[config.mk]
export PLATFORM = sky130hd
export DESIGN_NAME = apb_bridge
export DESIGN_NICKNAME = d
export VERILOG_FILES = /design/src/hw/core_data_pkg.sv /design/src/hw/apb_bridge.sv
export SDC_FILE = /design/constraint.sdc
export NUM_CORES = 1
export LEC_CHECK = 0
export ABC_AREA = 1
export BUFFER_PORTS_ARGS = -buffer_cell sky130_fd_sc_hd__buf_2
export CAP_MARGIN = 40
export CORE_MARGIN = 2
export CORE_UTILIZATION = 44
export DETAILED_ROUTE_END_ITERATION = 6
export GPL_TIMING_DRIVEN = 0
export PLACE_DENSITY = 0.89
export SLEW_MARGIN = 20
export SYNTH_ARGS = -nofsm -noshare
export SYNTH_HDL_FRONTEND = slang
export SYNTH_SLANG_ARGS = --single-unit
[constraint.sdc]
create_clock -name clk_i -period 7.42 [get_ports clk_i]
set_input_delay 1.113 -clock clk_i [delete_from_list [all_inputs] [get_ports clk_i]]
set_output_delay 1.113 -clock clk_i [all_outputs]
set_load 0.02 [all_outputs]
[src/hw/core_data_pkg.sv]
`default_nettype none

package core_data_pkg;

    ////////////////////////////////////////////////////////////////////////////
    // Bus widths

    localparam int ADDR_W = 32;
    localparam int DATA_W = 32;
    localparam int BE_W   = DATA_W / 8;

    typedef logic [ADDR_W-1:0] addr_t;
    typedef logic [DATA_W-1:0] data_t;
    typedef logic [BE_W-1:0]   be_t;

    ////////////////////////////////////////////////////////////////////////////
    // Address map

    localparam addr_t SRAM_BASE  = 32'h0000_0000;
    localparam addr_t SRAM_SIZE  = 32'h0000_2000;
    localparam int    SRAM_WORDS = int'(SRAM_SIZE) / BE_W;
    localparam int    SRAM_IDX_W = $clog2(SRAM_WORDS);

    localparam addr_t APB_BASE   = 32'h1000_0000;
    localparam addr_t APB_LIMIT  = 32'h1000_FFFF;

    typedef enum logic [1:0] {
        REGION_SRAM,
        REGION_APB,
        REGION_ILLEGAL
    } region_e;

    // Request side of the memory protocol
    typedef struct packed {
        addr_t addr;
        logic  we;
        be_t   be;
        data_t wdata;
    } mem_req_t;

    typedef struct packed {
        logic  rvalid;
        data_t rdata;
    } mem_rsp_t;

    typedef struct packed {
        addr_t paddr;
        logic  pwrite;
        data_t pwdata;
        be_t   pstrb;
    } apb_req_t;

endpackage

`default_nettype wire
[src/hw/apb_bridge.sv]
`timescale 1ns/10ps
`default_nettype none

module apb_bridge (
    input  logic                     clk_i,
    input  logic                     reset_ni,

    input  logic                     req_i,
    input  core_data_pkg::mem_req_t  req_data_i,
    output logic                     gnt_o,
    output core_data_pkg::mem_rsp_t  rsp_o,

    output core_data_pkg::apb_req_t  apb_req_o,
    output logic                     psel_o,
    output logic                     penable_o,
    input  logic                     pready_i,
    input  core_data_pkg::data_t     prdata_i
);
    import core_data_pkg::*;

    typedef enum logic [1:0] {
        IDLE,
        SETUP,
        ACCESS
    } state_e;

    state_e state_q;
    state_e state_d;
    logic   rvalid_q;
    data_t  rdata_q;

    assign gnt_o     = state_q == IDLE;
    assign psel_o    = state_q != IDLE;
    assign penable_o = state_q == ACCESS;

    always_comb begin
        state_d = state_q;
        case (state_q)
            IDLE:    if (req_i) state_d = SETUP;
            SETUP:   state_d = ACCESS;
            // Wait states until the slave is ready
            ACCESS:  if (pready_i) state_d = IDLE;
            default: state_d = IDLE;
        endcase
    end

    always_ff @(posedge clk_i or negedge reset_ni) begin
        if (!reset_ni) begin
            state_q  <= IDLE;
            rvalid_q <= 1'b0;
        end else begin
            state_q  <= state_d;
            rvalid_q <= penable_o & pready_i;
        end
    end

    always_ff @(posedge clk_i) begin
        if (req_i && gnt_o) begin
            apb_req_o.paddr  <= req_data_i.addr;
            apb_req_o.pwrite <= req_data_i.we;
            apb_req_o.pwdata <= req_data_i.wdata;
            apb_req_o.pstrb  <= req_data_i.be;
        end
        if (penable_o && pready_i) begin
            rdata_q <= prdata_i;
        end
    end

    always_comb begin
        rsp_o.rvalid = rvalid_q;
        rsp_o.rdata  = rdata_q;
    end

    a_apb_stable: assert property (@(posedge clk_i) disable iff (!reset_ni)
        psel_o |=> !psel_o || $stable(apb_req_o))
        else $error("apb_bridge: APB request changed during transfer");

endmodule

`default_nettype wire

Word-level counts from Yosys, hierarchy flattened
Index checks and enable logic that the tools add are counted.
{"block": "totals", "input_bits": 105, "word_cells": 20, "output_inout_bits": 105, "register_bits": 104}
{"block": "classes", "n_eq_ne": 4, "mux": 3, "reduce_logical": 5, "n_bitwise": 1}
{"operator": "2-bit one-hot mux with 3 select lines", "n": 1}
{"operator": "2-bit 2-to-1 mux", "n": 2}
{"operator": "2-bit by 1-bit == test with 1-bit output, second input constant", "n": 1}
{"operator": "2-bit == test, second input constant", "n": 1}
{"operator": "1-bit logical AND", "n": 2}
{"operator": "2-bit zero test", "n": 1}
{"operator": "2-bit by 1-bit != test with 1-bit output, second input constant", "n": 1}
{"operator": "2-bit != test, second input constant", "n": 1}
{"operator": "2-bit AND reduction", "n": 1}
{"operator": "2-bit nonzero test", "n": 1}
{"operator": "1-bit AND", "n": 1}

Depth between registers and ports, before layout
{"block": "logic_depth", "depth_word": 3, "depth_mapped": 3, "mapped_depth_nobuf": 3}

Worst setup path before layout
OpenSTA, ideal clock, no wires.
{"block": "synth_path", "kind": "input -> register", "startpoint": "input port req_i", "endpoint": "register apb_req_o[0] in the netlist's numbering, enable pin", "stages": 2, "setup_slack_ns": 2.896, "path_buffers": 0, "t_arrival_ns": 4.027, "setup_ns": 0.497, "cell_sequence": "inv_1 nor2_1"}
{"block": "synth_via", "elab_chain_len": 1}
{"element": "start: declaration", "line": "apb_bridge.sv:8", "text": "input logic req_i,"}
{"element": "1-bit logical AND", "line": "apb_bridge.sv:58", "text": "if (req_i && gnt_o) begin"}
{"element": "end: declaration", "line": "apb_bridge.sv:13", "text": "output core_data_pkg::apb_req_t apb_req_o,"}
No other way between the ends.
A chain may end at the register's enable or synchronous reset.

Final worst setup path
{"block": "layout_path", "startpoint": "register state_q[0]", "endpoint": "output port penable_o"}
{"block": "layout_via", "elab_chain_len": 1}
{"element": "start: declaration", "line": "apb_bridge.sv:27", "text": "state_e state_q;"}
{"element": "start signal: assignment", "line": "apb_bridge.sv:52", "text": "state_q <= state_d;"}
{"element": "2-bit == test", "line": "apb_bridge.sv:34", "text": "assign penable_o = state_q == ACCESS;"}
{"element": "end: declaration", "line": "apb_bridge.sv:15", "text": "output logic penable_o,"}
No other way between the ends.

==> results.ini <==
[run_status]
status = completed

[setup_path]
crit_cells = 4
path_cells = inv_1 > nand2_1 > inv_1 > buf_2
regToRegStartpoint = state_q[0]
crit_top_cell = inv_1
worstSetupPathType = register to output pin
start_kind = register
worstPathRequired_ns = 6.31
rrSetupSlack_ns = 5.72
startpoint = state_q[0]
critPathTopFamily = flip-flops
slowest_delay_ns = 0.42
reg2reg_to = apb_req_o[27]
crit_arrival_ns = 1.17
cp_num_buf_inv = 3
path_max_fanout = 3
endpoint_kind = output pin
worst-r2r-cell-count = 5
cp_slowest_cell = dfrtp_1
cp-endpoint = penable_o

[floorplanning]
die_area_mm2 = 0.007904
die_w_um = 88.91
rows = 30
die_h_um = 88.91
start_util_pct = 46.17
ios = 210
core_mm2 = 0.006869

[clock_tree]
clkTransAtPathRegs_ns = 0.09
post_cts_buffers = 0
cts_buffer_depth = 2
cts_hold_buf = 0
cts-resized-gates = 0
cts_tree = done
h-tree-depth = 3
cts_buffers = 9
clk_latency_ns = 0.35
cts.sinks = 104
cts_root_buf = clkbuf_8

[routing]
drt-pass1-iter-count = 6
drc = 0
wire_per_inst_um = 16.77
vias = 1985
routed_wl_mm = 7.430
vias_per_cell = 4.481
ant_nets = 0
drtIter0Drc = 69

[timing]
skew_ns = 0.01251
tns_ns = 0
grt_setup_unrepaired = false
slew_viol_final = 0
hold_viol = 0
fin_crit_sh_pct = 30.73
fmax_mhz = 438.6
worst_pin_slew_ns = 0.3916
slew_headroom_pct = 73.83
min_period_ns = 2.280
setup_viol = 0

[yosys]
yosys-top-cells-area = edfxtp_1 (96%), dfrtp_1 (2.4%), inv_1 (0.59%)
yosysSeqAreaShare_pct = 97.99
synth_seq_cells = 104
synthAdderAreaFrac_pct = 0
synth.cell_area_mm2 = 0.003172
synth_fp_nets = 224
synth-xor-area-share_pct = 0
synth_top_family_by_area = simple AND/OR/NAND/NOR gates
yosys.area_share.simple_pct = 1.065
netlist_instances = 119
avgSynthCellArea_um2 = 26.65
synth-compound-area-share_pct = 0
synth_area_leader_cell = edfxtp_1
yosysWarnings = 0
synth_cell_types = 9
yosysTopAreaCellShare_pct = 95.62
synthMuxAreaShare_pct = 0

[global_routing]
grt_usage_pct = 17.71
antenna_found_initial = 0
grt_max_degree = 32
overflow = 0
grt_pass1_vias = 1931
grt_pass1_wl_mm = 9.804

[power_and_ir_drop]
seqPwrFrac_pct = 53.4
netSwitchingPower_uw = 465.2
total_power_uw = 1516
clockPowerShare_pct = 22.4
comb_power_share_pct = 24.2
swShare_pct = 30.68
ir_drop_mv = 0.1749
power_density_mw_per_mm2 = 328.4
p_int_uw = 1051
power_leakage_uw = 0.001979

[final_layout]
design_area_mm2 = 0.004617
drive_gt1_share_pct = 66.86
stdcell_count = 443
final_common_cell = buf_2
area_growth_pct = 45.56
fin_util_pct = 67.21
layout_common_cells = buf_2 (209), edfxtp_1 (101), clkbuf_8 (9)
fin_nets = 447
multi_input_area_um2 = 48.80
seq_area_mm2 = 0.003108
antenna_cells = 0
nFillCells = 507

[place]
port_buffers = 209
gp_congestion = 0.7042
dpl.cell_count = 427
dpl.hpwl_mm = 5.787
place_area_mm2 = 0.004420

[worst_hold_path]
hp-class = input pin to async pin

[flow_run]
maxCapViolCount = 0

cell families (layout without fill, tap and decap cells):
| family | count (synthesis) | after routing |
|---|---|---|
| flip-flops | 104 | 104 |
| AND/OR/NAND/NOR | 8 | 8 |
| buffers and inverters | 7 | 235 |
worst min path at each step:
| stage | cells after the start | slack (ns) | endpoint |
|---|---|---|---|
| 2_1_floorplan | 2 | 0.49 | state_q[1] |
| 3_3_place_gp | 2 | 0.51 | state_q[1] |
| 3_5_place_dp | 2 | 0.54 | state_q[1] |
| 4_1_cts | 1 | 0.52 | state_q[0] |
| 5_1_grt | 1 | 0.52 | state_q[0] |
| 6_report | 1 | 0.55 | state_q[0] |
metrics by stage:
| stage | setup slack (ns) | hold WS [ns] |
|---|---|---|
| finish | 5.140 | 0.5457 |
| global route | 5.056 | 0.5206 |
| CTS | 5.117 | 0.5232 |
| detailed placement | 5.032 | 0.5352 |
| global placement | 2.053 | 0.5142 |
| floorplan | 2.896 | 0.4880 |
power groups by stage:
stage | clock (µW) | sequential [µW] | combinational (µW)
6_report | 340 | 809 | 367
5_1_grt | 369 | 819 | 390
4_1_cts | 351 | 811 | 371
2_1_floorplan | 0 | 955 | 74.1
3_3_place_gp | 0 | 832 | 331
3_5_place_dp | 0 | 823 | 371
Yosys cell counts:
library cell	instances
buf_4	1
inv_2	1
nand2_1	3
nand3_1	1
nor2_2	1
nor2_1	3
inv_1	5
dfrtp_1	3
edfxtp_1	101
layout make-up:
type,count,area share (%)
clock buffer,10,2.764
inverter,6,0.4878
clock inverter,6,1.491
tap,96,2.602
buffer,1,0.1626
multi-input combinational,8,1.057
timing repair buffer,212,24.12
sequential,104,67.32
state kept, by name, indices dropped and copies added (netlist names):
signal     cells
rdata_q       32
apb_req_o     69
rvalid_q       1
state_q        2
layer usage:
layer / vias up / GRT usage (%) / share of wire [%]
li1: 905 / - / -
met2: 95 / 32.56 / 58
met5: - / 0 / 0
met1: 973 / 19.02 / 34
met3: 12 / 4.340 / 6.0
met4: 0 / 8.402 / 2.0
worst register-to-register path, cell delays in order, from the launching register on:
cell,delay (ns)
dfrtp_1,0.42
nor2_2,0.15
inv_2,0.07
nor2_4,0.26
buf_12,0.26
buf_12,0.24
Power figures use the tool's default switching activity.
