==> src/hw/core_data_pkg.sv <==
`default_nettype none

package core_data_pkg;

    ////////////////////////////////////////////////////////////////////////////
    // Bus widths

    localparam int ADDR_W = 32;
    localparam int DATA_W = 32;
    localparam int BE_W   = DATA_W / 8;

    typedef logic [ADDR_W-1:0] addr_t;
    typedef logic [DATA_W-1:0] data_t;
    typedef logic [BE_W-1:0]   be_t;

    ////////////////////////////////////////////////////////////////////////////
    // Address map

    localparam addr_t SRAM_BASE  = 32'h0000_0000;
    localparam addr_t SRAM_SIZE  = 32'h0000_2000;
    localparam int    SRAM_WORDS = int'(SRAM_SIZE) / BE_W;
    localparam int    SRAM_IDX_W = $clog2(SRAM_WORDS);

    localparam addr_t APB_BASE   = 32'h1000_0000;
    localparam addr_t APB_LIMIT  = 32'h1000_FFFF;

    typedef enum logic [1:0] {
        REGION_SRAM,
        REGION_APB,
        REGION_ILLEGAL
    } region_e;

    // Request side of the memory protocol
    typedef struct packed {
        addr_t addr;
        logic  we;
        be_t   be;
        data_t wdata;
    } mem_req_t;

    typedef struct packed {
        logic  rvalid;
        data_t rdata;
    } mem_rsp_t;

    typedef struct packed {
        addr_t paddr;
        logic  pwrite;
        data_t pwdata;
        be_t   pstrb;
    } apb_req_t;

endpackage

`default_nettype wire
==> src/hw/core_req_router.sv <==
`timescale 1ns/10ps
`default_nettype none

module core_req_router (
    input  logic                     clk_i,
    input  logic                     reset_ni,

    input  logic                     core_req_i,
    input  core_data_pkg::mem_req_t  core_req_data_i,
    output logic                     core_gnt_o,
    output core_data_pkg::mem_rsp_t  core_rsp_o,

    output logic                     sram_req_o,
    output core_data_pkg::mem_req_t  sram_req_data_o,
    input  logic                     sram_gnt_i,
    input  core_data_pkg::mem_rsp_t  sram_rsp_i,

    output logic                     apb_req_o,
    output core_data_pkg::mem_req_t  apb_req_data_o,
    input  logic                     apb_gnt_i,
    input  core_data_pkg::mem_rsp_t  apb_rsp_i
);
    import core_data_pkg::*;

    logic     busy_q;
    logic     issued_q;
    region_e  region_q;
    mem_req_t hold_q;

    logic     done;
    logic     live;
    logic     down_gnt;
    mem_req_t cur_req;
    region_e  cur_region;

    function automatic region_e decode_region(addr_t addr);
        region_e region;
        region = REGION_ILLEGAL;
        if ((addr - SRAM_BASE) < SRAM_SIZE) begin
            region = REGION_SRAM;
        end else if (addr >= APB_BASE && addr <= APB_LIMIT) begin
            region = REGION_APB;
        end
        return region;
    endfunction

    // Response comes from the region of the outstanding transfer
    always_comb begin
        case (region_q)
            REGION_APB: core_rsp_o = apb_rsp_i;
            default:    core_rsp_o = sram_rsp_i;
        endcase
    end

    assign done       = busy_q & core_rsp_o.rvalid;
    assign core_gnt_o = ~busy_q | done;

    // A fresh request bypasses the holding register
    assign cur_req    = core_gnt_o ? core_req_data_i : hold_q;
    assign cur_region = decode_region(cur_req.addr);
    assign live       = core_gnt_o ? core_req_i : ~issued_q;

    assign sram_req_o      = live && cur_region == REGION_SRAM;
    assign apb_req_o       = live && cur_region == REGION_APB;
    assign sram_req_data_o = cur_req;
    assign apb_req_data_o  = cur_req;
    assign down_gnt        = (sram_req_o & sram_gnt_i) | (apb_req_o & apb_gnt_i);

    always_ff @(posedge clk_i or negedge reset_ni) begin
        if (!reset_ni) begin
            busy_q   <= 1'b0;
            issued_q <= 1'b0;
            region_q <= REGION_SRAM;
        end else if (core_gnt_o) begin
            busy_q   <= core_req_i;
            issued_q <= down_gnt;
            if (core_req_i) begin
                region_q <= cur_region;
            end
        end else if (down_gnt) begin
            issued_q <= 1'b1;
        end
    end

    always_ff @(posedge clk_i) begin
        if (core_gnt_o && core_req_i) begin
            hold_q <= core_req_data_i;
        end
    end

    a_legal_addr: assert property (@(posedge clk_i) disable iff (!reset_ni)
        live |-> cur_region != REGION_ILLEGAL)
        else $error("core_req_router: illegal address %h", cur_req.addr);

    // Downstream must never answer a transfer we did not issue
    a_rsp_outstanding: assert property (@(posedge clk_i) disable iff (!reset_ni)
        (sram_rsp_i.rvalid || apb_rsp_i.rvalid) |-> busy_q && issued_q)
        else $error("core_req_router: response with nothing outstanding");

endmodule

`default_nettype wire

==> config.mk <==
export PLATFORM = sky130hd
export DESIGN_NAME = core_req_router
export DESIGN_NICKNAME = d
export VERILOG_FILES = /design/src/hw/core_data_pkg.sv /design/src/hw/core_req_router.sv
export SDC_FILE = /design/constraint.sdc
export NUM_CORES = 1
export LEC_CHECK = 0
export BUFFER_PORTS_ARGS = -buffer_cell sky130_fd_sc_hd__buf_2
export CAP_MARGIN = 30
export CORE_AREA = 3 3 120 122
export CTS_CLUSTER_DIAMETER = 150
export DETAILED_ROUTE_END_ITERATION = 8
export DIE_AREA = 0 0 123 125
export PLACE_DENSITY = 0.72
export SLEW_MARGIN = 20
export SYNTH_ARGS = -nofsm -noshare
export SYNTH_HDL_FRONTEND = slang
export SYNTH_SLANG_ARGS = --single-unit
==> constraint.sdc <==
create_clock -name clk_i -period 6.25 [get_ports clk_i]
set_input_delay 0.625 -clock clk_i [delete_from_list [all_inputs] [get_ports clk_i]]
set_output_delay 0.625 -clock clk_i [all_outputs]
set_load 0.02 [all_outputs]
# Word-level counts from Yosys, hierarchy flattened
# Cells that the tools add are included.
# W data, S select, Z words.
# word_totals
regBits	73
input_bits	140
out_inout_bits	174
# classes
magnitude_cmp	3
n_eq_ne	2
n_mux	7
bitwise_logic	7
reduce_logical	7
# op_table
cell	count
$mux W69	1
$mux W33	1
$ge A32 B29 Y1 const B	1
$le A32 B29 Y1 const B	1
$lt A32 B14 Y1 const B	1
$eq A2 B1 Y1 const B	2
$logic_and A1 B1 Y1	4
$mux W2	2
$and A1 B1 Y1	3
$mux W1	3
$logic_not A2 Y1	1
$not A1 Y1	2
$or A1 B1 Y1	2
$reduce_and A2 Y1	1
$reduce_bool A2 Y1	1

# Logic depth before layout (Yosys ltp)
# logic_depth
word_depth	15
depth_mapped	8
mapped_depth_nobuf	5

# Worst setup path before layout
# No wires, ideal clock.
# synth_timing
path_kind	in2reg
startpoint	input sram_rsp_i[32] (netlist bit)
endpoint	register hold_q[0] (netlist bit), enable pin
arrival_ns	2.489
setup_slack_ns	3.337
cell_stages	5
n_path_buf	1
cell_sequence	inv_1 o211ai_4 buf_6 nand2_1 inv_1
# synth_via
elab_chain_len	4
# synth_lines
item	line	text
start: declaration	core_req_router.sv:16	input core_data_pkg::mem_rsp_t sram_rsp_i,
$mux W33	core_req_router.sv:49	case (region_q)
$and A1 B1 Y1	core_req_router.sv:55	assign done = busy_q & core_rsp_o.rvalid;
$or A1 B1 Y1	core_req_router.sv:56	assign core_gnt_o = ~busy_q | done;
$logic_and A1 B1 Y1	core_req_router.sv:86	if (core_gnt_o && core_req_i) begin
end signal: assignment	core_req_router.sv:87	hold_q <= core_req_data_i;
end: declaration	core_req_router.sv:28	mem_req_t hold_q;
# No other way between the ends.
# A chain may end at the register's enable or synchronous reset.

# Worst setup path in the final report
# layout_timing
startpoint	register region_q[0]
endpoint	register hold_q[65] (netlist bit), enable pin
# layout_via
elab_chain_len	5
# layout_lines
item	line	text
start: declaration	core_req_router.sv:27	region_e region_q;
start signal: assignment	core_req_router.sv:78	region_q <= cur_region;
$eq A2 B1 Y1	core_req_router.sv:49	
$mux W33	core_req_router.sv:49	
$and A1 B1 Y1	core_req_router.sv:55	
$or A1 B1 Y1	core_req_router.sv:56	
$logic_and A1 B1 Y1	core_req_router.sv:86	
# No other way between the ends.

==> results by group <==
Outcome
  • Outcome: completed

STA
  • Final worst setup slack: around 3 ns
  • Least-Margin Pin Slew: ~0.67 ns
  • Final Setup Violations: 0
  • FMAX: 0.304 GHz
  • Tmin final: ~3.3 ns
  • Worst Skew: between 0.006 and 0.007 ns
  • Final worst path period share: 0.526
  • Unrepaired setup endpoints after global routing: false
  • Max-slew violation count: 0
  • Hold Violations, Final: 0
  • Slew headroom: 0.555
  • TNS Setup: 0 ns

Drt
  • Detail Route Antenna Nets: 0
  • Vias: 3245
  • Wirelength per Cell: 18.3 um
  • Drt pass-1 iters: 4
  • Post-Route WL: approximately 13 mm
  • Routed vias/inst: between 4 and 5
  • Initial DRC Count: 130
  • Drc violations: 0

Placed design
  • I/O Buffers: around 310
  • Dpl ws: roughly 2.7 ns
  • Hpwl dp: between 10 and 15 mm
  • Placer Congestion: between 0.7 and 0.8

Logic synthesis
  • Yosys cell types: 27
  • Synthesis-stage register bit count: 73
  • Synth Net Count: 430
  • Post-Syn Area: between 4000 and 5000 sq um
  • Cell count after synthesis: just under 300
  • Register area share after synthesis: 0.524
  • Warnings, synthesis: 0
  • Mapped Avg Cell Area: between 10 and 15 sq um

Layout
  • Share of cells above drive strength 1: 0.792
  • Area grow syn2layout: 36.1%
  • FILL cells: 1274
  • NumNets Final: about 680

Clocking
  • H-Tree Depth: 3
  • Hold_buf cts: 0
  • Post_cts resized: 0
  • CTS clk-pin slew, worst paths: around 0.050 ns
  • Clock Path Buffers: 2
  • Root Buffer: clkbuf_16
  • CTS sink count: 73
  • Worst-Skew Late Latency: 0.33 ns
  • CTS Buf Count: 9
  • Postcts setup bufs: 0
  • CTS tree: done

Pwr
  • Max rail drop VDD: roughly 0.15 mV
  • Pwr/cell area: around 250 nW/um^2
  • Leakage: between 0.002 and 0.003 uW

Floorplan
  • Core Area: around 13000 sq um
  • FP Rows: between 40 and 50
  • IO Pins: about 310
  • Die area: ~15000 sq um
  • Die Y: 125 um
  • Initial Utilization: 0.312
  • Die X: 123 um

Global route
  • Largest net degree at the start of global routing: 79
  • GRT Overall Usage: 0.163
  • Gr ovfl total: 0
  • Vias in the first global route: between 3000 and 4000
  • First-pass GRT wire length: roughly 19 mm
  • Initial antenna violation count: 1

Flow run
  • Max cap viols: 0

Setup path
  • WS Path Type: flip-flop to flip-flop
  • Crit-path max FO: 49
  • Critical path startpoint category: flip-flop
  • WP data required: between 6 and 7 ns
  • Setup crit end kind: flip-flop
  • Worst reg2reg path depth: 8
  • WP data arrival: about 3.3 ns

Hold path
  • Hold Crit Class: input port to asynchronous set/reset pin
per-stage QoR:
step	instances	cell area [sq um]	utilization	total power (uW)	hold slack, ns
after CTS	717	5610	0.422	1410	0.0802
final	719	5640	0.424	1390	0.0982
after detailed placement	701	5360	0.403	946	0.439
after floorplan	290	4140	-	847	0.329
after global placement	701	5360	0.403	944	0.438
after global routing	719	5640	0.424	1450	0.0860
path summary, 6_finish.rpt:
check | start | endpoint | slack, ns
worst max-delay path | region_q[0]$_DFFE_PN0P_ | hold_q[65]$_DFFE_PP_ | 2.96
max in group asynchronous | reset_ni | issued_q$_DFFE_PN0P_ | 6.03
worst min-delay path | reset_ni | region_q[1]$_DFFE_PN0P_ | 0.1
worst min register to register | region_q[0]$_DFFE_PN0P_ | region_q[0]$_DFFE_PN0P_ | 0.54
worst max register to register | region_q[0]$_DFFE_PN0P_ | hold_q[65]$_DFFE_PP_ | 2.96
min in group clk_i | core_req_data_i[5] | hold_q[5]$_DFFE_PP_ | 0.48
cells in the mapped netlist, drive strengths merged:
cell / number / area share
mux2: 100 / 0.27
buf: 81 / 0.14
edfxtp: 69 / 0.50
nor4: 8 / 0.012
dfrtp: 4 / 0.024
inv: 4 / 0.0036
a21o: 2 / 0.0036
a22o: 2 / 0.0042
a32o: 2 / 0.0048
nand4: 2 / 0.0030
nor2: 2 / 0.0018
nor2b: 2 / 0.0030
a211oi: 1 / 0.0018
a221oi: 1 / 0.0021
a2bb2oi: 1 / 0.0021
and2b: 1 / 0.0018
nand2: 1 / 0.00091
nand2b: 1 / 0.0015
nand3b: 1 / 0.0018
nor3: 1 / 0.0012
nor4b: 1 / 0.0021
o211ai: 1 / 0.0051
o21ai: 1 / 0.0012
or2: 1 / 0.0015
where the power goes:
part	total [uW]	switching (uW)	internal, uW
registers	577	9.13	567
clock network	452	186	265
logic	358	219	139
registers in the layout, summed over array words and instances, names as in the netlist:
register  flops
region_q      2
hold_q       69
issued_q      1
busy_q        1
area by class of cell:
cell class / count / area, sq um / area share
repair buffers: 317 / 1610 / 0.286
well taps: 176 / 220 / 0.0391
flip-flops and latches: 73 / 2170 / 0.385
diodes: 1 / 2.50 / 0.000444
inverters: 4 / 15.0 / 0.00266
multi-input cells: 132 / 1360 / 0.241
clock inverters: 4 / 20.0 / 0.00355
clock buffers: 12 / 236 / 0.0420
worst max-delay path, cell delays in order (launching register included):
cell      delay (ns)
dfrtp_1         0.40
nor2b_2         0.16
buf_4           0.26
o211ai_4        0.19
buf_4           0.39
buf_12          0.29
nand2_1         0.13
inv_2           0.51
buf_4           0.56
layer usage:
layer	GRT usage	part of all wire	up-vias
met1	0.167	0.34	1527
met2	0.317	0.55	201
met4	0.0469	0.010	0
met3	0.0438	0.096	11
met5	0	0	-
li1	-	-	1506
cells by family (layout without fill, tap and decap cells):
family                 after synthesis  in the layout  share of synthesized area
AO/OA/AOI/OAI                       11             11                     0.0251
buffers and inverters               85            337                      0.148
flip-flops                          73             73                      0.524
multiplexers                       100            100                      0.272
other                                0              1                          0
AND/OR/NAND/NOR                     21             21                     0.0308
placed cells by master (no fill, tap or decap), types with 2 or more instances in the layout:
master / Yosys / routed
nor4_1: 8 / 8
mux2_2: 97 / 97
clkbuf_1: 0 / 3
a32o_1: 2 / 2
inv_1: 4 / 3
buf_2: 9 / 313
buf_4: 69 / 3
mux2_1: 3 / 3
nand4_1: 2 / 2
a22o_1: 2 / 2
edfxtp_1: 69 / 69
nor2_1: 2 / 2
clkbuf_16: 0 / 9
a21o_1: 2 / 2
clkinv_1: 0 / 2
dfrtp_1: 4 / 4
(Power assumes the default switching activity.)
