--- src/hw/core_data_pkg.sv ---
`default_nettype none

package core_data_pkg;

    ////////////////////////////////////////////////////////////////////////////
    // Bus widths

    localparam int ADDR_W = 32;
    localparam int DATA_W = 32;
    localparam int BE_W   = DATA_W / 8;

    typedef logic [ADDR_W-1:0] addr_t;
    typedef logic [DATA_W-1:0] data_t;
    typedef logic [BE_W-1:0]   be_t;

    ////////////////////////////////////////////////////////////////////////////
    // Address map

    localparam addr_t SRAM_BASE  = 32'h0000_0000;
    localparam addr_t SRAM_SIZE  = 32'h0000_2000;
    localparam int    SRAM_WORDS = int'(SRAM_SIZE) / BE_W;
    localparam int    SRAM_IDX_W = $clog2(SRAM_WORDS);

    localparam addr_t APB_BASE   = 32'h1000_0000;
    localparam addr_t APB_LIMIT  = 32'h1000_FFFF;

    typedef enum logic [1:0] {
        REGION_SRAM,
        REGION_APB,
        REGION_ILLEGAL
    } region_e;

    // Request side of the memory protocol
    typedef struct packed {
        addr_t addr;
        logic  we;
        be_t   be;
        data_t wdata;
    } mem_req_t;

    typedef struct packed {
        logic  rvalid;
        data_t rdata;
    } mem_rsp_t;

    typedef struct packed {
        addr_t paddr;
        logic  pwrite;
        data_t pwdata;
        be_t   pstrb;
    } apb_req_t;

endpackage

`default_nettype wire
--- src/hw/sram_arbiter.sv ---
`timescale 1ns/10ps
`default_nettype none

module sram_arbiter (
    input  logic                     clk_i,
    input  logic                     reset_ni,

    input  logic                     core_req_i,
    input  core_data_pkg::mem_req_t  core_req_data_i,
    output logic                     core_gnt_o,
    output core_data_pkg::mem_rsp_t  core_rsp_o,

    input  logic                     ext_req_i,
    input  core_data_pkg::mem_req_t  ext_req_data_i,
    output logic                     ext_gnt_o,
    output core_data_pkg::mem_rsp_t  ext_rsp_o,

    output logic                     mem_req_o,
    output core_data_pkg::mem_req_t  mem_req_data_o,
    input  core_data_pkg::mem_rsp_t  mem_rsp_i
);

    // Round-robin pointer, set when ext won last
    logic last_ext_q;
    // Owner of the transfer whose response is due
    logic owner_ext_q;

    assign core_gnt_o = core_req_i & (~ext_req_i | last_ext_q);
    assign ext_gnt_o  = ext_req_i & (~core_req_i | ~last_ext_q);

    assign mem_req_o      = core_gnt_o | ext_gnt_o;
    assign mem_req_data_o = ext_gnt_o ? ext_req_data_i : core_req_data_i;

    // Read data goes to both, rvalid only to the owner
    always_comb begin
        core_rsp_o        = mem_rsp_i;
        ext_rsp_o         = mem_rsp_i;
        core_rsp_o.rvalid = mem_rsp_i.rvalid & ~owner_ext_q;
        ext_rsp_o.rvalid  = mem_rsp_i.rvalid & owner_ext_q;
    end

    always_ff @(posedge clk_i or negedge reset_ni) begin
        if (!reset_ni) begin
            last_ext_q  <= 1'b1;
            owner_ext_q <= 1'b0;
        end else begin
            owner_ext_q <= ext_gnt_o;
            if (mem_req_o) begin
                last_ext_q <= ext_gnt_o;
            end
        end
    end

    a_one_grant: assert property (@(posedge clk_i) disable iff (!reset_ni)
        !(core_gnt_o && ext_gnt_o))
        else $error("sram_arbiter: both masters granted");

endmodule

`default_nettype wire

--- config.mk ---
export PLATFORM = sky130hd
export DESIGN_NAME = sram_arbiter
export DESIGN_NICKNAME = d
export VERILOG_FILES = /design/src/hw/core_data_pkg.sv /design/src/hw/sram_arbiter.sv
export SDC_FILE = /design/constraint.sdc
export NUM_CORES = 1
export LEC_CHECK = 0
export ABC_AREA = 1
export CORE_AREA = 5 5 117 119
export DETAILED_ROUTE_END_ITERATION = 16
export DIE_AREA = 0 0 122 124
export DONT_BUFFER_PORTS = 1
export GPL_ROUTABILITY_DRIVEN = 0
export HOLD_SLACK_MARGIN = 0.12
export MAX_ROUTING_LAYER = met4
export PLACE_DENSITY = 0.34
export SLEW_MARGIN = 20
export SYNTH_ARGS = -nofsm -noshare
export SYNTH_HDL_FRONTEND = slang
export SYNTH_SLANG_ARGS = --single-unit
--- constraint.sdc ---
create_clock -name clk_i -period 4.3 [get_ports clk_i]
set_clock_uncertainty 0.2 [all_clocks]
set_input_delay 0.86 -clock clk_i [delete_from_list [all_inputs] [get_ports clk_i]]
set_output_delay 0.86 -clock clk_i [all_outputs]
set_load 0.02 [all_outputs]
# Yosys cells after proc, flatten, opt, wreduce, memory -nomap -nowiden
# Index checks and enable logic that the tools add are counted.
[totals]
in_bits = 175
register_bits = 2
out_inout_bits = 138
[op_classes]
bitwise_logic = 11
mux = 1
[op_table]
columns = ["op", "n"]
rows = [
  ["two-way mux 69 bit", 1],
  ["bitwise AND 1 bit", 4],
  ["NOT 1 bit", 4],
  ["OR 1 bit", 3],
]

# Logic depth before layout (Yosys ltp)
# Gate-level depths: netlist (run 1).
[depth]
word_depth = 4
ltp_mapped = 5
ltp_nobuf = 4

# Least setup slack after synthesis (run 1)
# No wires, ideal clock.
[synth_path]
path_type = "input port to output port"
start = "input ext_req_i"
end = "output core_gnt_o"
t_required_ns = 3.240
path_slack_ns = 1.729
path_buffers = 1
path_stages = 2
arrival_time_ns = 1.511
cell_sequence = "buf_2 > o21ai_0"
[synth_between]
elab_chain_cells = 3
[synth_rtl]
columns = ["item", "line_no", "source"]
rows = [
  ["start: declaration", "sram_arbiter.sv:13", "input logic ext_req_i,"],
  ["NOT 1 bit", "sram_arbiter.sv:28", "assign core_gnt_o = core_req_i & (~ext_req_i | last_ext_q);"],
  ["OR 1 bit", "sram_arbiter.sv:28", ""],
  ["bitwise AND 1 bit", "sram_arbiter.sv:28", ""],
  ["end: declaration", "sram_arbiter.sv:10", "output logic core_gnt_o,"],
]
# Every way passes these cells.

==> results.txt, run 1 <==
Outcome - completed
Share of post-route cells with drive strength above 1 - 3.95%
CTS Root Cell - clkbuf_16
I/O pins - 313
Post-Route WL - 5880 um
Antenna diode count - 0
DIE HEIGHT - 124 um
Site Rows - 41
Antenna violations before repair - 0
Crit path required time - 3.24 ns
Gate Count Post-Synth - 307
GR Overflow Total - 0
Top cells by count, synth - nand2_1 (141), nand3_1 (69), buf_4 (64)
TritonCTS clock tree - done
Drt first pass iters - 5
Final Cycle Share - 69.5%
Unrepaired setup endpoints after global routing - no
DRC Markers - 0
Max cap viols - 0
Die W - 122 um
Synth area leaders - nand2_1 (33%), buf_4 (30%), nand3_1 (21%), buf_6 (4.9%), buf_2 (4.7%)
Top-area cell type share of the netlist area - 32.9%
Core area - 12500 um2
Synth Register Bits - 2
Synth warnings - 0
Top_reg_cell synth - dfstp_2
Final Hold Vio Count - 0
Total CTS buffers - 3
Skew-Pair Late Insertion Delay - 0.22 ns
Post-Syn Area - 1610 um2
Routed via count - 1628
Final core occ - 10.5%
Fmax - 0.335 GHz
Remaining antenna violation count - 0
Hold WS - 0.134 ns
Relative slew slack - 57.7%
Number of clock sinks - 2
Synth async-reset ratio - 100%
Nets - 404
Port Buf Inserts - 0
Post-Syn Area per Cell - 5.24 um2
Final Max Tran Viols - 0
Wirelength per Cell - 14.7 um
Total power - 0.374 mW
Post-CTS sizing - 0
Iter 0 DRT Violations - 78
Slew @ Worst Pin - 0.629 ns
H-tree depth - 1
Cells after DPL - 396
Full die area - 15100 um2
Peak supply drop - 103 uV
Vias per cell - 4.07
Area Overhead vs Synth - -19.0%
Power density cells - 287 nW/um2
Syn nets - 482
Crit path kind - input port to output pin
Post-synthesis sequential area ratio - 3.19%
Clk buf depth - 2
Worst-path clk slew - 0.03 ns
Post-synth cell types - 13
Setup bufs post-CTS - 0
P_leak - 0.723 nW
CP Capture Type - output pin
Number of global-route vias before repair - 1433
R2R Setup Slk - 2.39 ns
Minimum clock period - 2.99 ns
TNS Setup - 0 ns
Initial core utilization - 12.9%
Pin count of the biggest net entering global routing - 73
CP arrival - 1.93 ns
Final setup fails - 0
Hpwl dp - 4800 um
Hold_buf cts - 0
First-pass GRT wire length - 7470 um
EDFF count, synth - 0
Startpoint Class - input port
CP Max Fanout - 36
Worst hold path class - input port to asynchronous set/reset pin
Fin cells - 400
Most frequent cell after synthesis - nand2_1
Area leader, netlist - nand2_1
Tot GR Track Use - 6.38%
-- where the power goes --
part,leakage [nW],switching [mW],internal [mW]
combinational,0.662,0.166,0.0409
sequential,0.0229,0.00121,0.0215
clock,0.0382,0.0229,0.122
total,0.723,0.190,0.184
-- metrics by stage --
stage / instance area (um2) / setup WS, ns
after detailed placement: 1220 / 1.29
after global routing: 1300 / 1.14
after floorplan: 1610 / 1.73
after global placement: 1220 / 1.33
final: 1300 / 1.31
after CTS: 1300 / 1.29
-- kinds of logic (layout without fill, tap and decap cells) --
logic type             after synthesis  in the layout  share of synthesized area [%]
AND/OR/NAND/NOR                    214            214                           56.1
flip-flops                           2              2                           3.19
buffers and inverters               90             11                           40.4
AO/OA/AOI/OAI                        1              1                          0.311
-- critical path: stages --
cell and delay, ns:
nand2_2 0.27, nand2_4 0.14, buf_4 0.33, nand2_1 0.09, nand2_1 0.19
-- flip-flops by register name, summed over array words and instances, names as in the netlist --
name,count
owner_ext_q,1
last_ext_q,1
-- layout by cell type (no fill, tap or decap) --
master / count
clkbuf_16: 3
nor2_1: 1
dfrtp_1: 1
nand2_1: 141
nand3b_1: 1
clkbuf_1: 1
nand2_2: 1
nand2_4: 1
dfstp_2: 1
o21ai_0: 1
buf_4: 2
nand3_1: 69
inv_1: 4
buf_12: 1
-- cell type report --
class                   instances  area, um2
multi-input cells             215        908
clock buffers                   4       78.8
inverters                       4       15.0
well taps                     172        215
flip-flops and latches          2       51.3
fillers                      1474      11200
repair buffers                  3       35.0
-- per-layer routing --
layer  track usage (%)  vias to the layer above  share of wire [%]
met5                 -                        -                  0
met4              2.10                        0                2.2
met3              1.09                       21                 12
met2              12.4                      141                 54
met1              6.50                      722                 31
li1                  -                      744                  -
-- worst paths after layout --
check / from / end / cells after the start
worst max-delay path: core_req_i / mem_req_data_o[37] / 5
worst min-delay path: reset_ni / owner_ext_q / 0
worst max register to register: last_ext_q / owner_ext_q / 4
worst min register to register: last_ext_q / last_ext_q / 2
max in group asynchronous: reset_ni / last_ext_q / 0
min in group clk_i: last_ext_q / last_ext_q / 2
(Power assumes the default switching activity.)
==> run 2, diff against run 1 <==
==> constraint.sdc (replaced) <==
create_clock -name clk_i -period 2.8 [get_ports clk_i]
set_clock_uncertainty 0.2 [all_clocks]
set_input_delay 0.56 -clock clk_i [delete_from_list [all_inputs] [get_ports clk_i]]
set_output_delay 0.56 -clock clk_i [all_outputs]
set_load 0.02 [all_outputs]
==> results.txt, run 2 (synthesis gave the netlist of run 1 again) <==
Outcome - completed (unchanged)
Relative slew slack - 74.5% (was 57.7%)
Slew @ Worst Pin - 0.381 ns (was 0.629 ns)
Sequential power share - 6.0% (was 6.1%)
Die W - 122 um (unchanged)
Drt first pass iters - 4 (was 5)
Final setup fails - 0 (unchanged)
P_leak - 0.746 nW (was 0.723 nW)
Antenna diode count - 0 (unchanged)
Vias per cell - 4.08 (was 4.07)
CTS Root Cell - clkbuf_16 (unchanged)
Switching Share - 50.1% (was 50.7%)
Comb pwr share - 55.9% (was 55.2%)
Dpl ws - 0.710 ns (was 1.29 ns)
H-tree depth - 1 (unchanged)
Largest stage delay on the critical path - 0.52 ns (was 0.33 ns)
Share of post-route cells with drive strength above 1 - 5.58% (was 3.95%)
CP cell instances - nand2_2, nand2_4, buf_4, nand2_1, nand2_1 (unchanged)
Top flop regs - last_ext_q x1, owner_ext_q x1 (unchanged)
Core area - 12500 um2 (unchanged)
Power density cells - 433 nW/um2 (was 287 nW/um2)
Unrepaired setup endpoints after global routing - no (unchanged)
Initial core utilization - 12.9% (unchanged)
Post-Route WL - 5890 um (was 5880 um)
CP Capture Type - output pin (unchanged)
Crit path required time - 2.04 ns (was 3.24 ns)
Routed via count - 1654 (was 1628)
I/O pins - 313 (unchanged)
Total CTS buffers - 3 (unchanged)
Fmax - 0.436 GHz
TNS Setup - 0 ns (unchanged)
Sequential standard cell area - 51.3 um2 (unchanged)
Hold WS - 0.272 ns (was 0.134 ns)
Fillers - 1463 (was 1474)
Pin count of the biggest net entering global routing - 73 (unchanged)
Number of clock sinks - 2 (unchanged)
Critical path's top delay family - flip-flops (was simple AND/OR/NAND/NOR gates)
Final core occ - 10.8% (was 10.5%)
Clk buf depth - 2 (unchanged)
Most frequent cells in the layout - nand2_1 (141), nand3_1 (69), buf_4 (6) (was nand2_1 (141), nand3_1 (69), inv_1 (4))
Full die area - 15100 um2 (unchanged)
Net Sw Power - 0.291 mW (was 0.190 mW)
Final Cycle Share - 81.9%
Clock power frac - 38.2% (was 38.8%)
Wirelength per Cell - 14.5 um (was 14.7 um)
Worst hold path class - flop to flop (was input port to asynchronous set/reset pin)
Final Max Tran Viols - 0 (unchanged)
Worst-path clk slew - 0.03 ns (about the same)
R2R Setup Slk - 1.37 ns (was 2.39 ns)
First-pass GRT wire length - 7420 um (was 7470 um)
Antenna violations before repair - 0 (unchanged)
Hpwl dp - 4780 um (was 4800 um)
Bufs and invs on worst path - 1 (unchanged)
DIE HEIGHT - 124 um (unchanged)
Highest metal used - met4 (unchanged)
P_int - 0.290 mW (was 0.184 mW)
CP Max Fanout - 35 (was 36)
TritonCTS clock tree - done (unchanged)
Minimum clock period - 2.29 ns
DRC Markers - 0 (unchanged)
GR Overflow Total - 0 (unchanged)
CP most frequent cell - nand2_1 (unchanged)
Startpoint Class - flop (was input port)
Fin cells - 405 (was 400)
Cells after DPL - 400 (was 396)
Port Buf Inserts - 0 (unchanged)
Met3 WL post-DR - 764 um (was 710 um)
Final Hold Vio Count - 0 (unchanged)
Met2 routed WL - 3050 um (was 3200 um)
Multi-input logic area - 908 um2 (unchanged)
Final Worst Setup Slack - 0.508 ns (was 1.31 ns)
Site Rows - 41 (unchanged)
M1 wire length - 1930 um (was 1840 um)
Tot GR Track Use - 6.34% (was 6.38%)
CP arrival - 1.53 ns (was 1.93 ns)
Crit-path slowest cell - dfstp_2 (was buf_4)
Commonest non-fill, non-tap cell in the layout - nand2_1 (unchanged)
Max cap viols - 0 (unchanged)
Nets - 409 (was 404)
Skew-Pair Late Insertion Delay - 0.22 ns (about the same)
Peak supply drop - 151 uV (was 103 uV)
Crit path kind - flop to output pin (was input port to output pin)
Number of global-route vias before repair - 1467 (was 1433)
Remaining antenna violation count - 0 (unchanged)
Area Overhead vs Synth - -16.5% (was -19.0%)
Iter 0 DRT Violations - 70 (was 78)
run 2: worst reg2reg max path, cell delays in order (launching register included):
cell	delay (ns)
dfstp_2	0.52
nand2_2	0.10
nand2_4	0.07
buf_4	0.31
inv_1	0.10
run 2: final timing paths:
| kind | to | depth (start not counted) | startpoint |
|---|---|---|---|
| worst max-delay path | mem_req_data_o[1] | 5 | last_ext_q |
| min in group asynchronous | owner_ext_q | 1 | reset_ni |
| worst min register to register | last_ext_q | 2 | last_ext_q |
| max in group asynchronous | last_ext_q | 1 | reset_ni |
| worst max register to register | owner_ext_q | 4 | last_ext_q |
| worst min-delay path | last_ext_q | 2 | last_ext_q |
run 2: layer usage:
layer  global-route usage [%]  vias up
li1                         -      754
met1                     6.45      722
met4                     2.31        0
met5                        -        -
met2                     11.9      157
met3                     1.41       21
run 2: cell type report:
cell class | instances | area share, %
multi-input combinational | 215 | 67.6
tap | 172 | 16.0
clock buffer | 4 | 5.87
timing repair buffer | 8 | 5.59
sequential | 2 | 3.82
inverter | 4 | 1.12
run 2: what timing repair did:
item | in CTS | in global routing
hold buffers | 1 | 0
buffers inserted | 0 | 0
hold endpoints to repair | 2 | 0
gates resized for setup | 0 | 0
run 2: power groups by stage:
stage,logic (mW),registers (mW),clock network (mW)
2_1_floorplan,0.444,0.0345,0
3_3_place_gp,0.325,0.0348,0
3_5_place_dp,0.327,0.0348,0
4_1_cts,0.329,0.0346,0.224
5_1_grt,0.353,0.0350,0.229
6_report,0.325,0.0346,0.222
run 2: through the flow:
step / total power, mW / instance area (um2)
2_1_floorplan: 0.479 / 1610
3_3_place_gp: 0.359 / 1250
3_5_place_dp: 0.362 / 1250
4_1_cts: 0.588 / 1340
5_1_grt: 0.618 / 1340
6_report: 0.581 / 1340
==> run 3, diff against run 2 <==
==> constraint.sdc (replaced) <==
create_clock -name clk_i -period 2.4 [get_ports clk_i]
set_clock_uncertainty 0.2 [all_clocks]
set_input_delay 0.48 -clock clk_i [delete_from_list [all_inputs] [get_ports clk_i]]
set_output_delay 0.48 -clock clk_i [all_outputs]
set_load 0.02 [all_outputs]
==> results.txt, run 3 (synthesis gave the netlist of run 1 again) <==
Skew-Pair Late Insertion Delay - 0.22 ns (about the same)
Fillers - 1478 (was 1463)
CTS Root Cell - clkbuf_16 (unchanged)
Critical path's top delay family - flip-flops (unchanged)
Iter 0 DRT Violations - 59 (was 70)
Unrepaired setup endpoints after global routing - no (unchanged)
CP Capture Type - output pin (unchanged)
Hpwl dp - 4880 um (was 4780 um)
Total CTS buffers - 3 (unchanged)
Slew @ Worst Pin - 0.383 ns (was 0.381 ns)
Worst-path clk slew - 0.03 ns (about the same)
Minimum clock period - 2.20 ns
Setup bufs post-CTS - 0 (unchanged)
DIE HEIGHT - 124 um (unchanged)
TritonCTS clock tree - done (unchanged)
Outcome - completed (unchanged)
CP Max Fanout - 35 (unchanged)
Clk buf depth - 2 (unchanged)
Vias per cell - 4.10 (was 4.08)
Pin count of the biggest net entering global routing - 73 (unchanged)
Drt first pass iters - 6 (was 4)
Bufs and invs on worst path - 1 (unchanged)
Multi-input logic area - 908 um2 (unchanged)
Worst hold path class - input port to flop (was flop to flop)
Post-Layout Inst Area - 1340 um2 (about the same)
Full die area - 15100 um2 (unchanged)
H-tree depth - 1 (unchanged)
Port Buf Inserts - 0 (unchanged)
Startpoint Class - flop (unchanged)
Fin cells - 406 (was 405)
FF-to-FF End - owner_ext_q (unchanged)
Remaining antenna violation count - 0 (unchanged)
Relative slew slack - 74.4% (was 74.5%)
Critical path depth - 5 (unchanged)
Area Overhead vs Synth - -16.8% (was -16.5%)
Initial core utilization - 12.9% (unchanged)
Wirelength per Cell - 14.5 um (about the same)
Core area - 12500 um2 (unchanged)
Top flop regs - last_ext_q x1, owner_ext_q x1 (unchanged)
Number of clock sinks - 2 (unchanged)
Site Rows - 41 (unchanged)
Peak supply drop - 277 uV (was 151 uV)
Share of post-route cells with drive strength above 1 - 5.98% (was 5.58%)
Final Cycle Share - 91.5%
Post-Route WL - 5890 um (about the same)
First-pass GRT wire length - 7260 um (was 7420 um)
Fmax - 0.455 GHz
Total power - 0.677 mW (was 0.581 mW)
Max cap viols - 0 (unchanged)
I/O pins - 313 (unchanged)
Final setup fails - 0 (unchanged)
Largest stage delay on the critical path - 0.52 ns (about the same)
Nets - 410 (was 409)
GR Overflow Total - 0 (unchanged)
CP cell instances - nand2_2, nand2_4, buf_4, nand2_1, nand2_1 (unchanged)
Commonest non-fill, non-tap cell in the layout - nand2_1 (unchanged)
Antenna violations before repair - 0 (unchanged)
Power density cells - 506 nW/um2 (was 433 nW/um2)
Crit path kind - flop to output pin (unchanged)
Crit path required time - 1.72 ns (was 2.04 ns)
Final Hold Vio Count - 0 (unchanged)
Post-DP Area - 1250 um2 (about the same)
R2R Setup Slk - 0.98 ns (was 1.37 ns)
CP most frequent cell - nand2_1 (unchanged)
Reg-to-Reg Start - last_ext_q (unchanged)
Antenna diode count - 0 (unchanged)
DRC Markers - 0 (unchanged)
P_leak - 0.745 nW (was 0.746 nW)
Final Max Tran Viols - 0 (unchanged)
Number of global-route vias before repair - 1441 (was 1467)
CP arrival - 1.52 ns (was 1.53 ns)
Most frequent cells in the layout - nand2_1 (141), nand3_1 (69), buf_4 (8) (was nand2_1 (141), nand3_1 (69), buf_4 (6))
Sequential standard cell area - 51.3 um2 (unchanged)
Tot GR Track Use - 6.23% (was 6.34%)
Die W - 122 um (unchanged)
Crit-path slowest cell - dfstp_2 (unchanged)
Cells after DPL - 401 (was 400)
Routed via count - 1664 (was 1654)
Worst Reg-to-Reg Cells - 4 (unchanged)
Worst setup path end - mem_req_data_o[1] (unchanged)
Worst setup path start - last_ext_q (unchanged)
TNS Setup - 0 ns (unchanged)
[run 3: worst min-delay path by stage]
stage                     slack [ns]          end        from  depth (start not counted)
final                           0.21   last_ext_q  core_req_i                          3
after floorplan                -0.02  owner_ext_q    reset_ni                          0
after detailed placement       -0.02  owner_ext_q    reset_ni                          0
after CTS                       0.21   last_ext_q  core_req_i                          3
after global routing            0.24   last_ext_q  core_req_i                          3
after global placement         -0.02  owner_ext_q    reset_ni                          0
[run 3: worst reg2reg max path: stages, from the launching register on]
cell     delay [ns]
dfstp_2        0.52
nand2_2        0.09
nand2_4        0.06
buf_4          0.31
inv_1          0.10
[run 3: where the power goes]
part           switching, mW  internal, mW
Clock                 0.0389         0.219
Combinational          0.300        0.0791
Sequential           0.00182        0.0385
Total                  0.341         0.336
[run 3: layout make-up]
class,count,area share (%)
multi-input cells,215,67.9
well taps,172,16.1
clock buffers,4,5.89
repair buffers,9,5.23
flip-flops and latches,2,3.83
inverters,4,1.12
[run 3: per-stage QoR]
stage | hold WS (ns) | setup WS (ns) | utilization, %
6_report | 0.206 | 0.204 | 10.7
3_3_place_gp | -0.0155 | 0.461 | 10.0
4_1_cts | 0.206 | 0.198 | 10.7
3_5_place_dp | -0.0155 | 0.433 | 10.0
5_1_grt | 0.240 | 0.0877 | 10.7
2_1_floorplan | -0.0156 | 0.589 | -
[run 3: routing by layer]
metal	vias to the layer above	share of wire (%)	global-route usage, %
met2	144	54	11.9
met3	17	11	1.18
li1	757	-	-
met1	746	33	6.23
met4	0	2.0	2.52
met5	-	0	-
[run 3: timing repair]
| item | in CTS | in global routing |
|---|---|---|
| resized for setup | 0 | 0 |
| hold buffers | 1 | 0 |
| endpoints found under the hold margin | 2 | 0 |
| setup endpoints to repair | 0 | 0 |
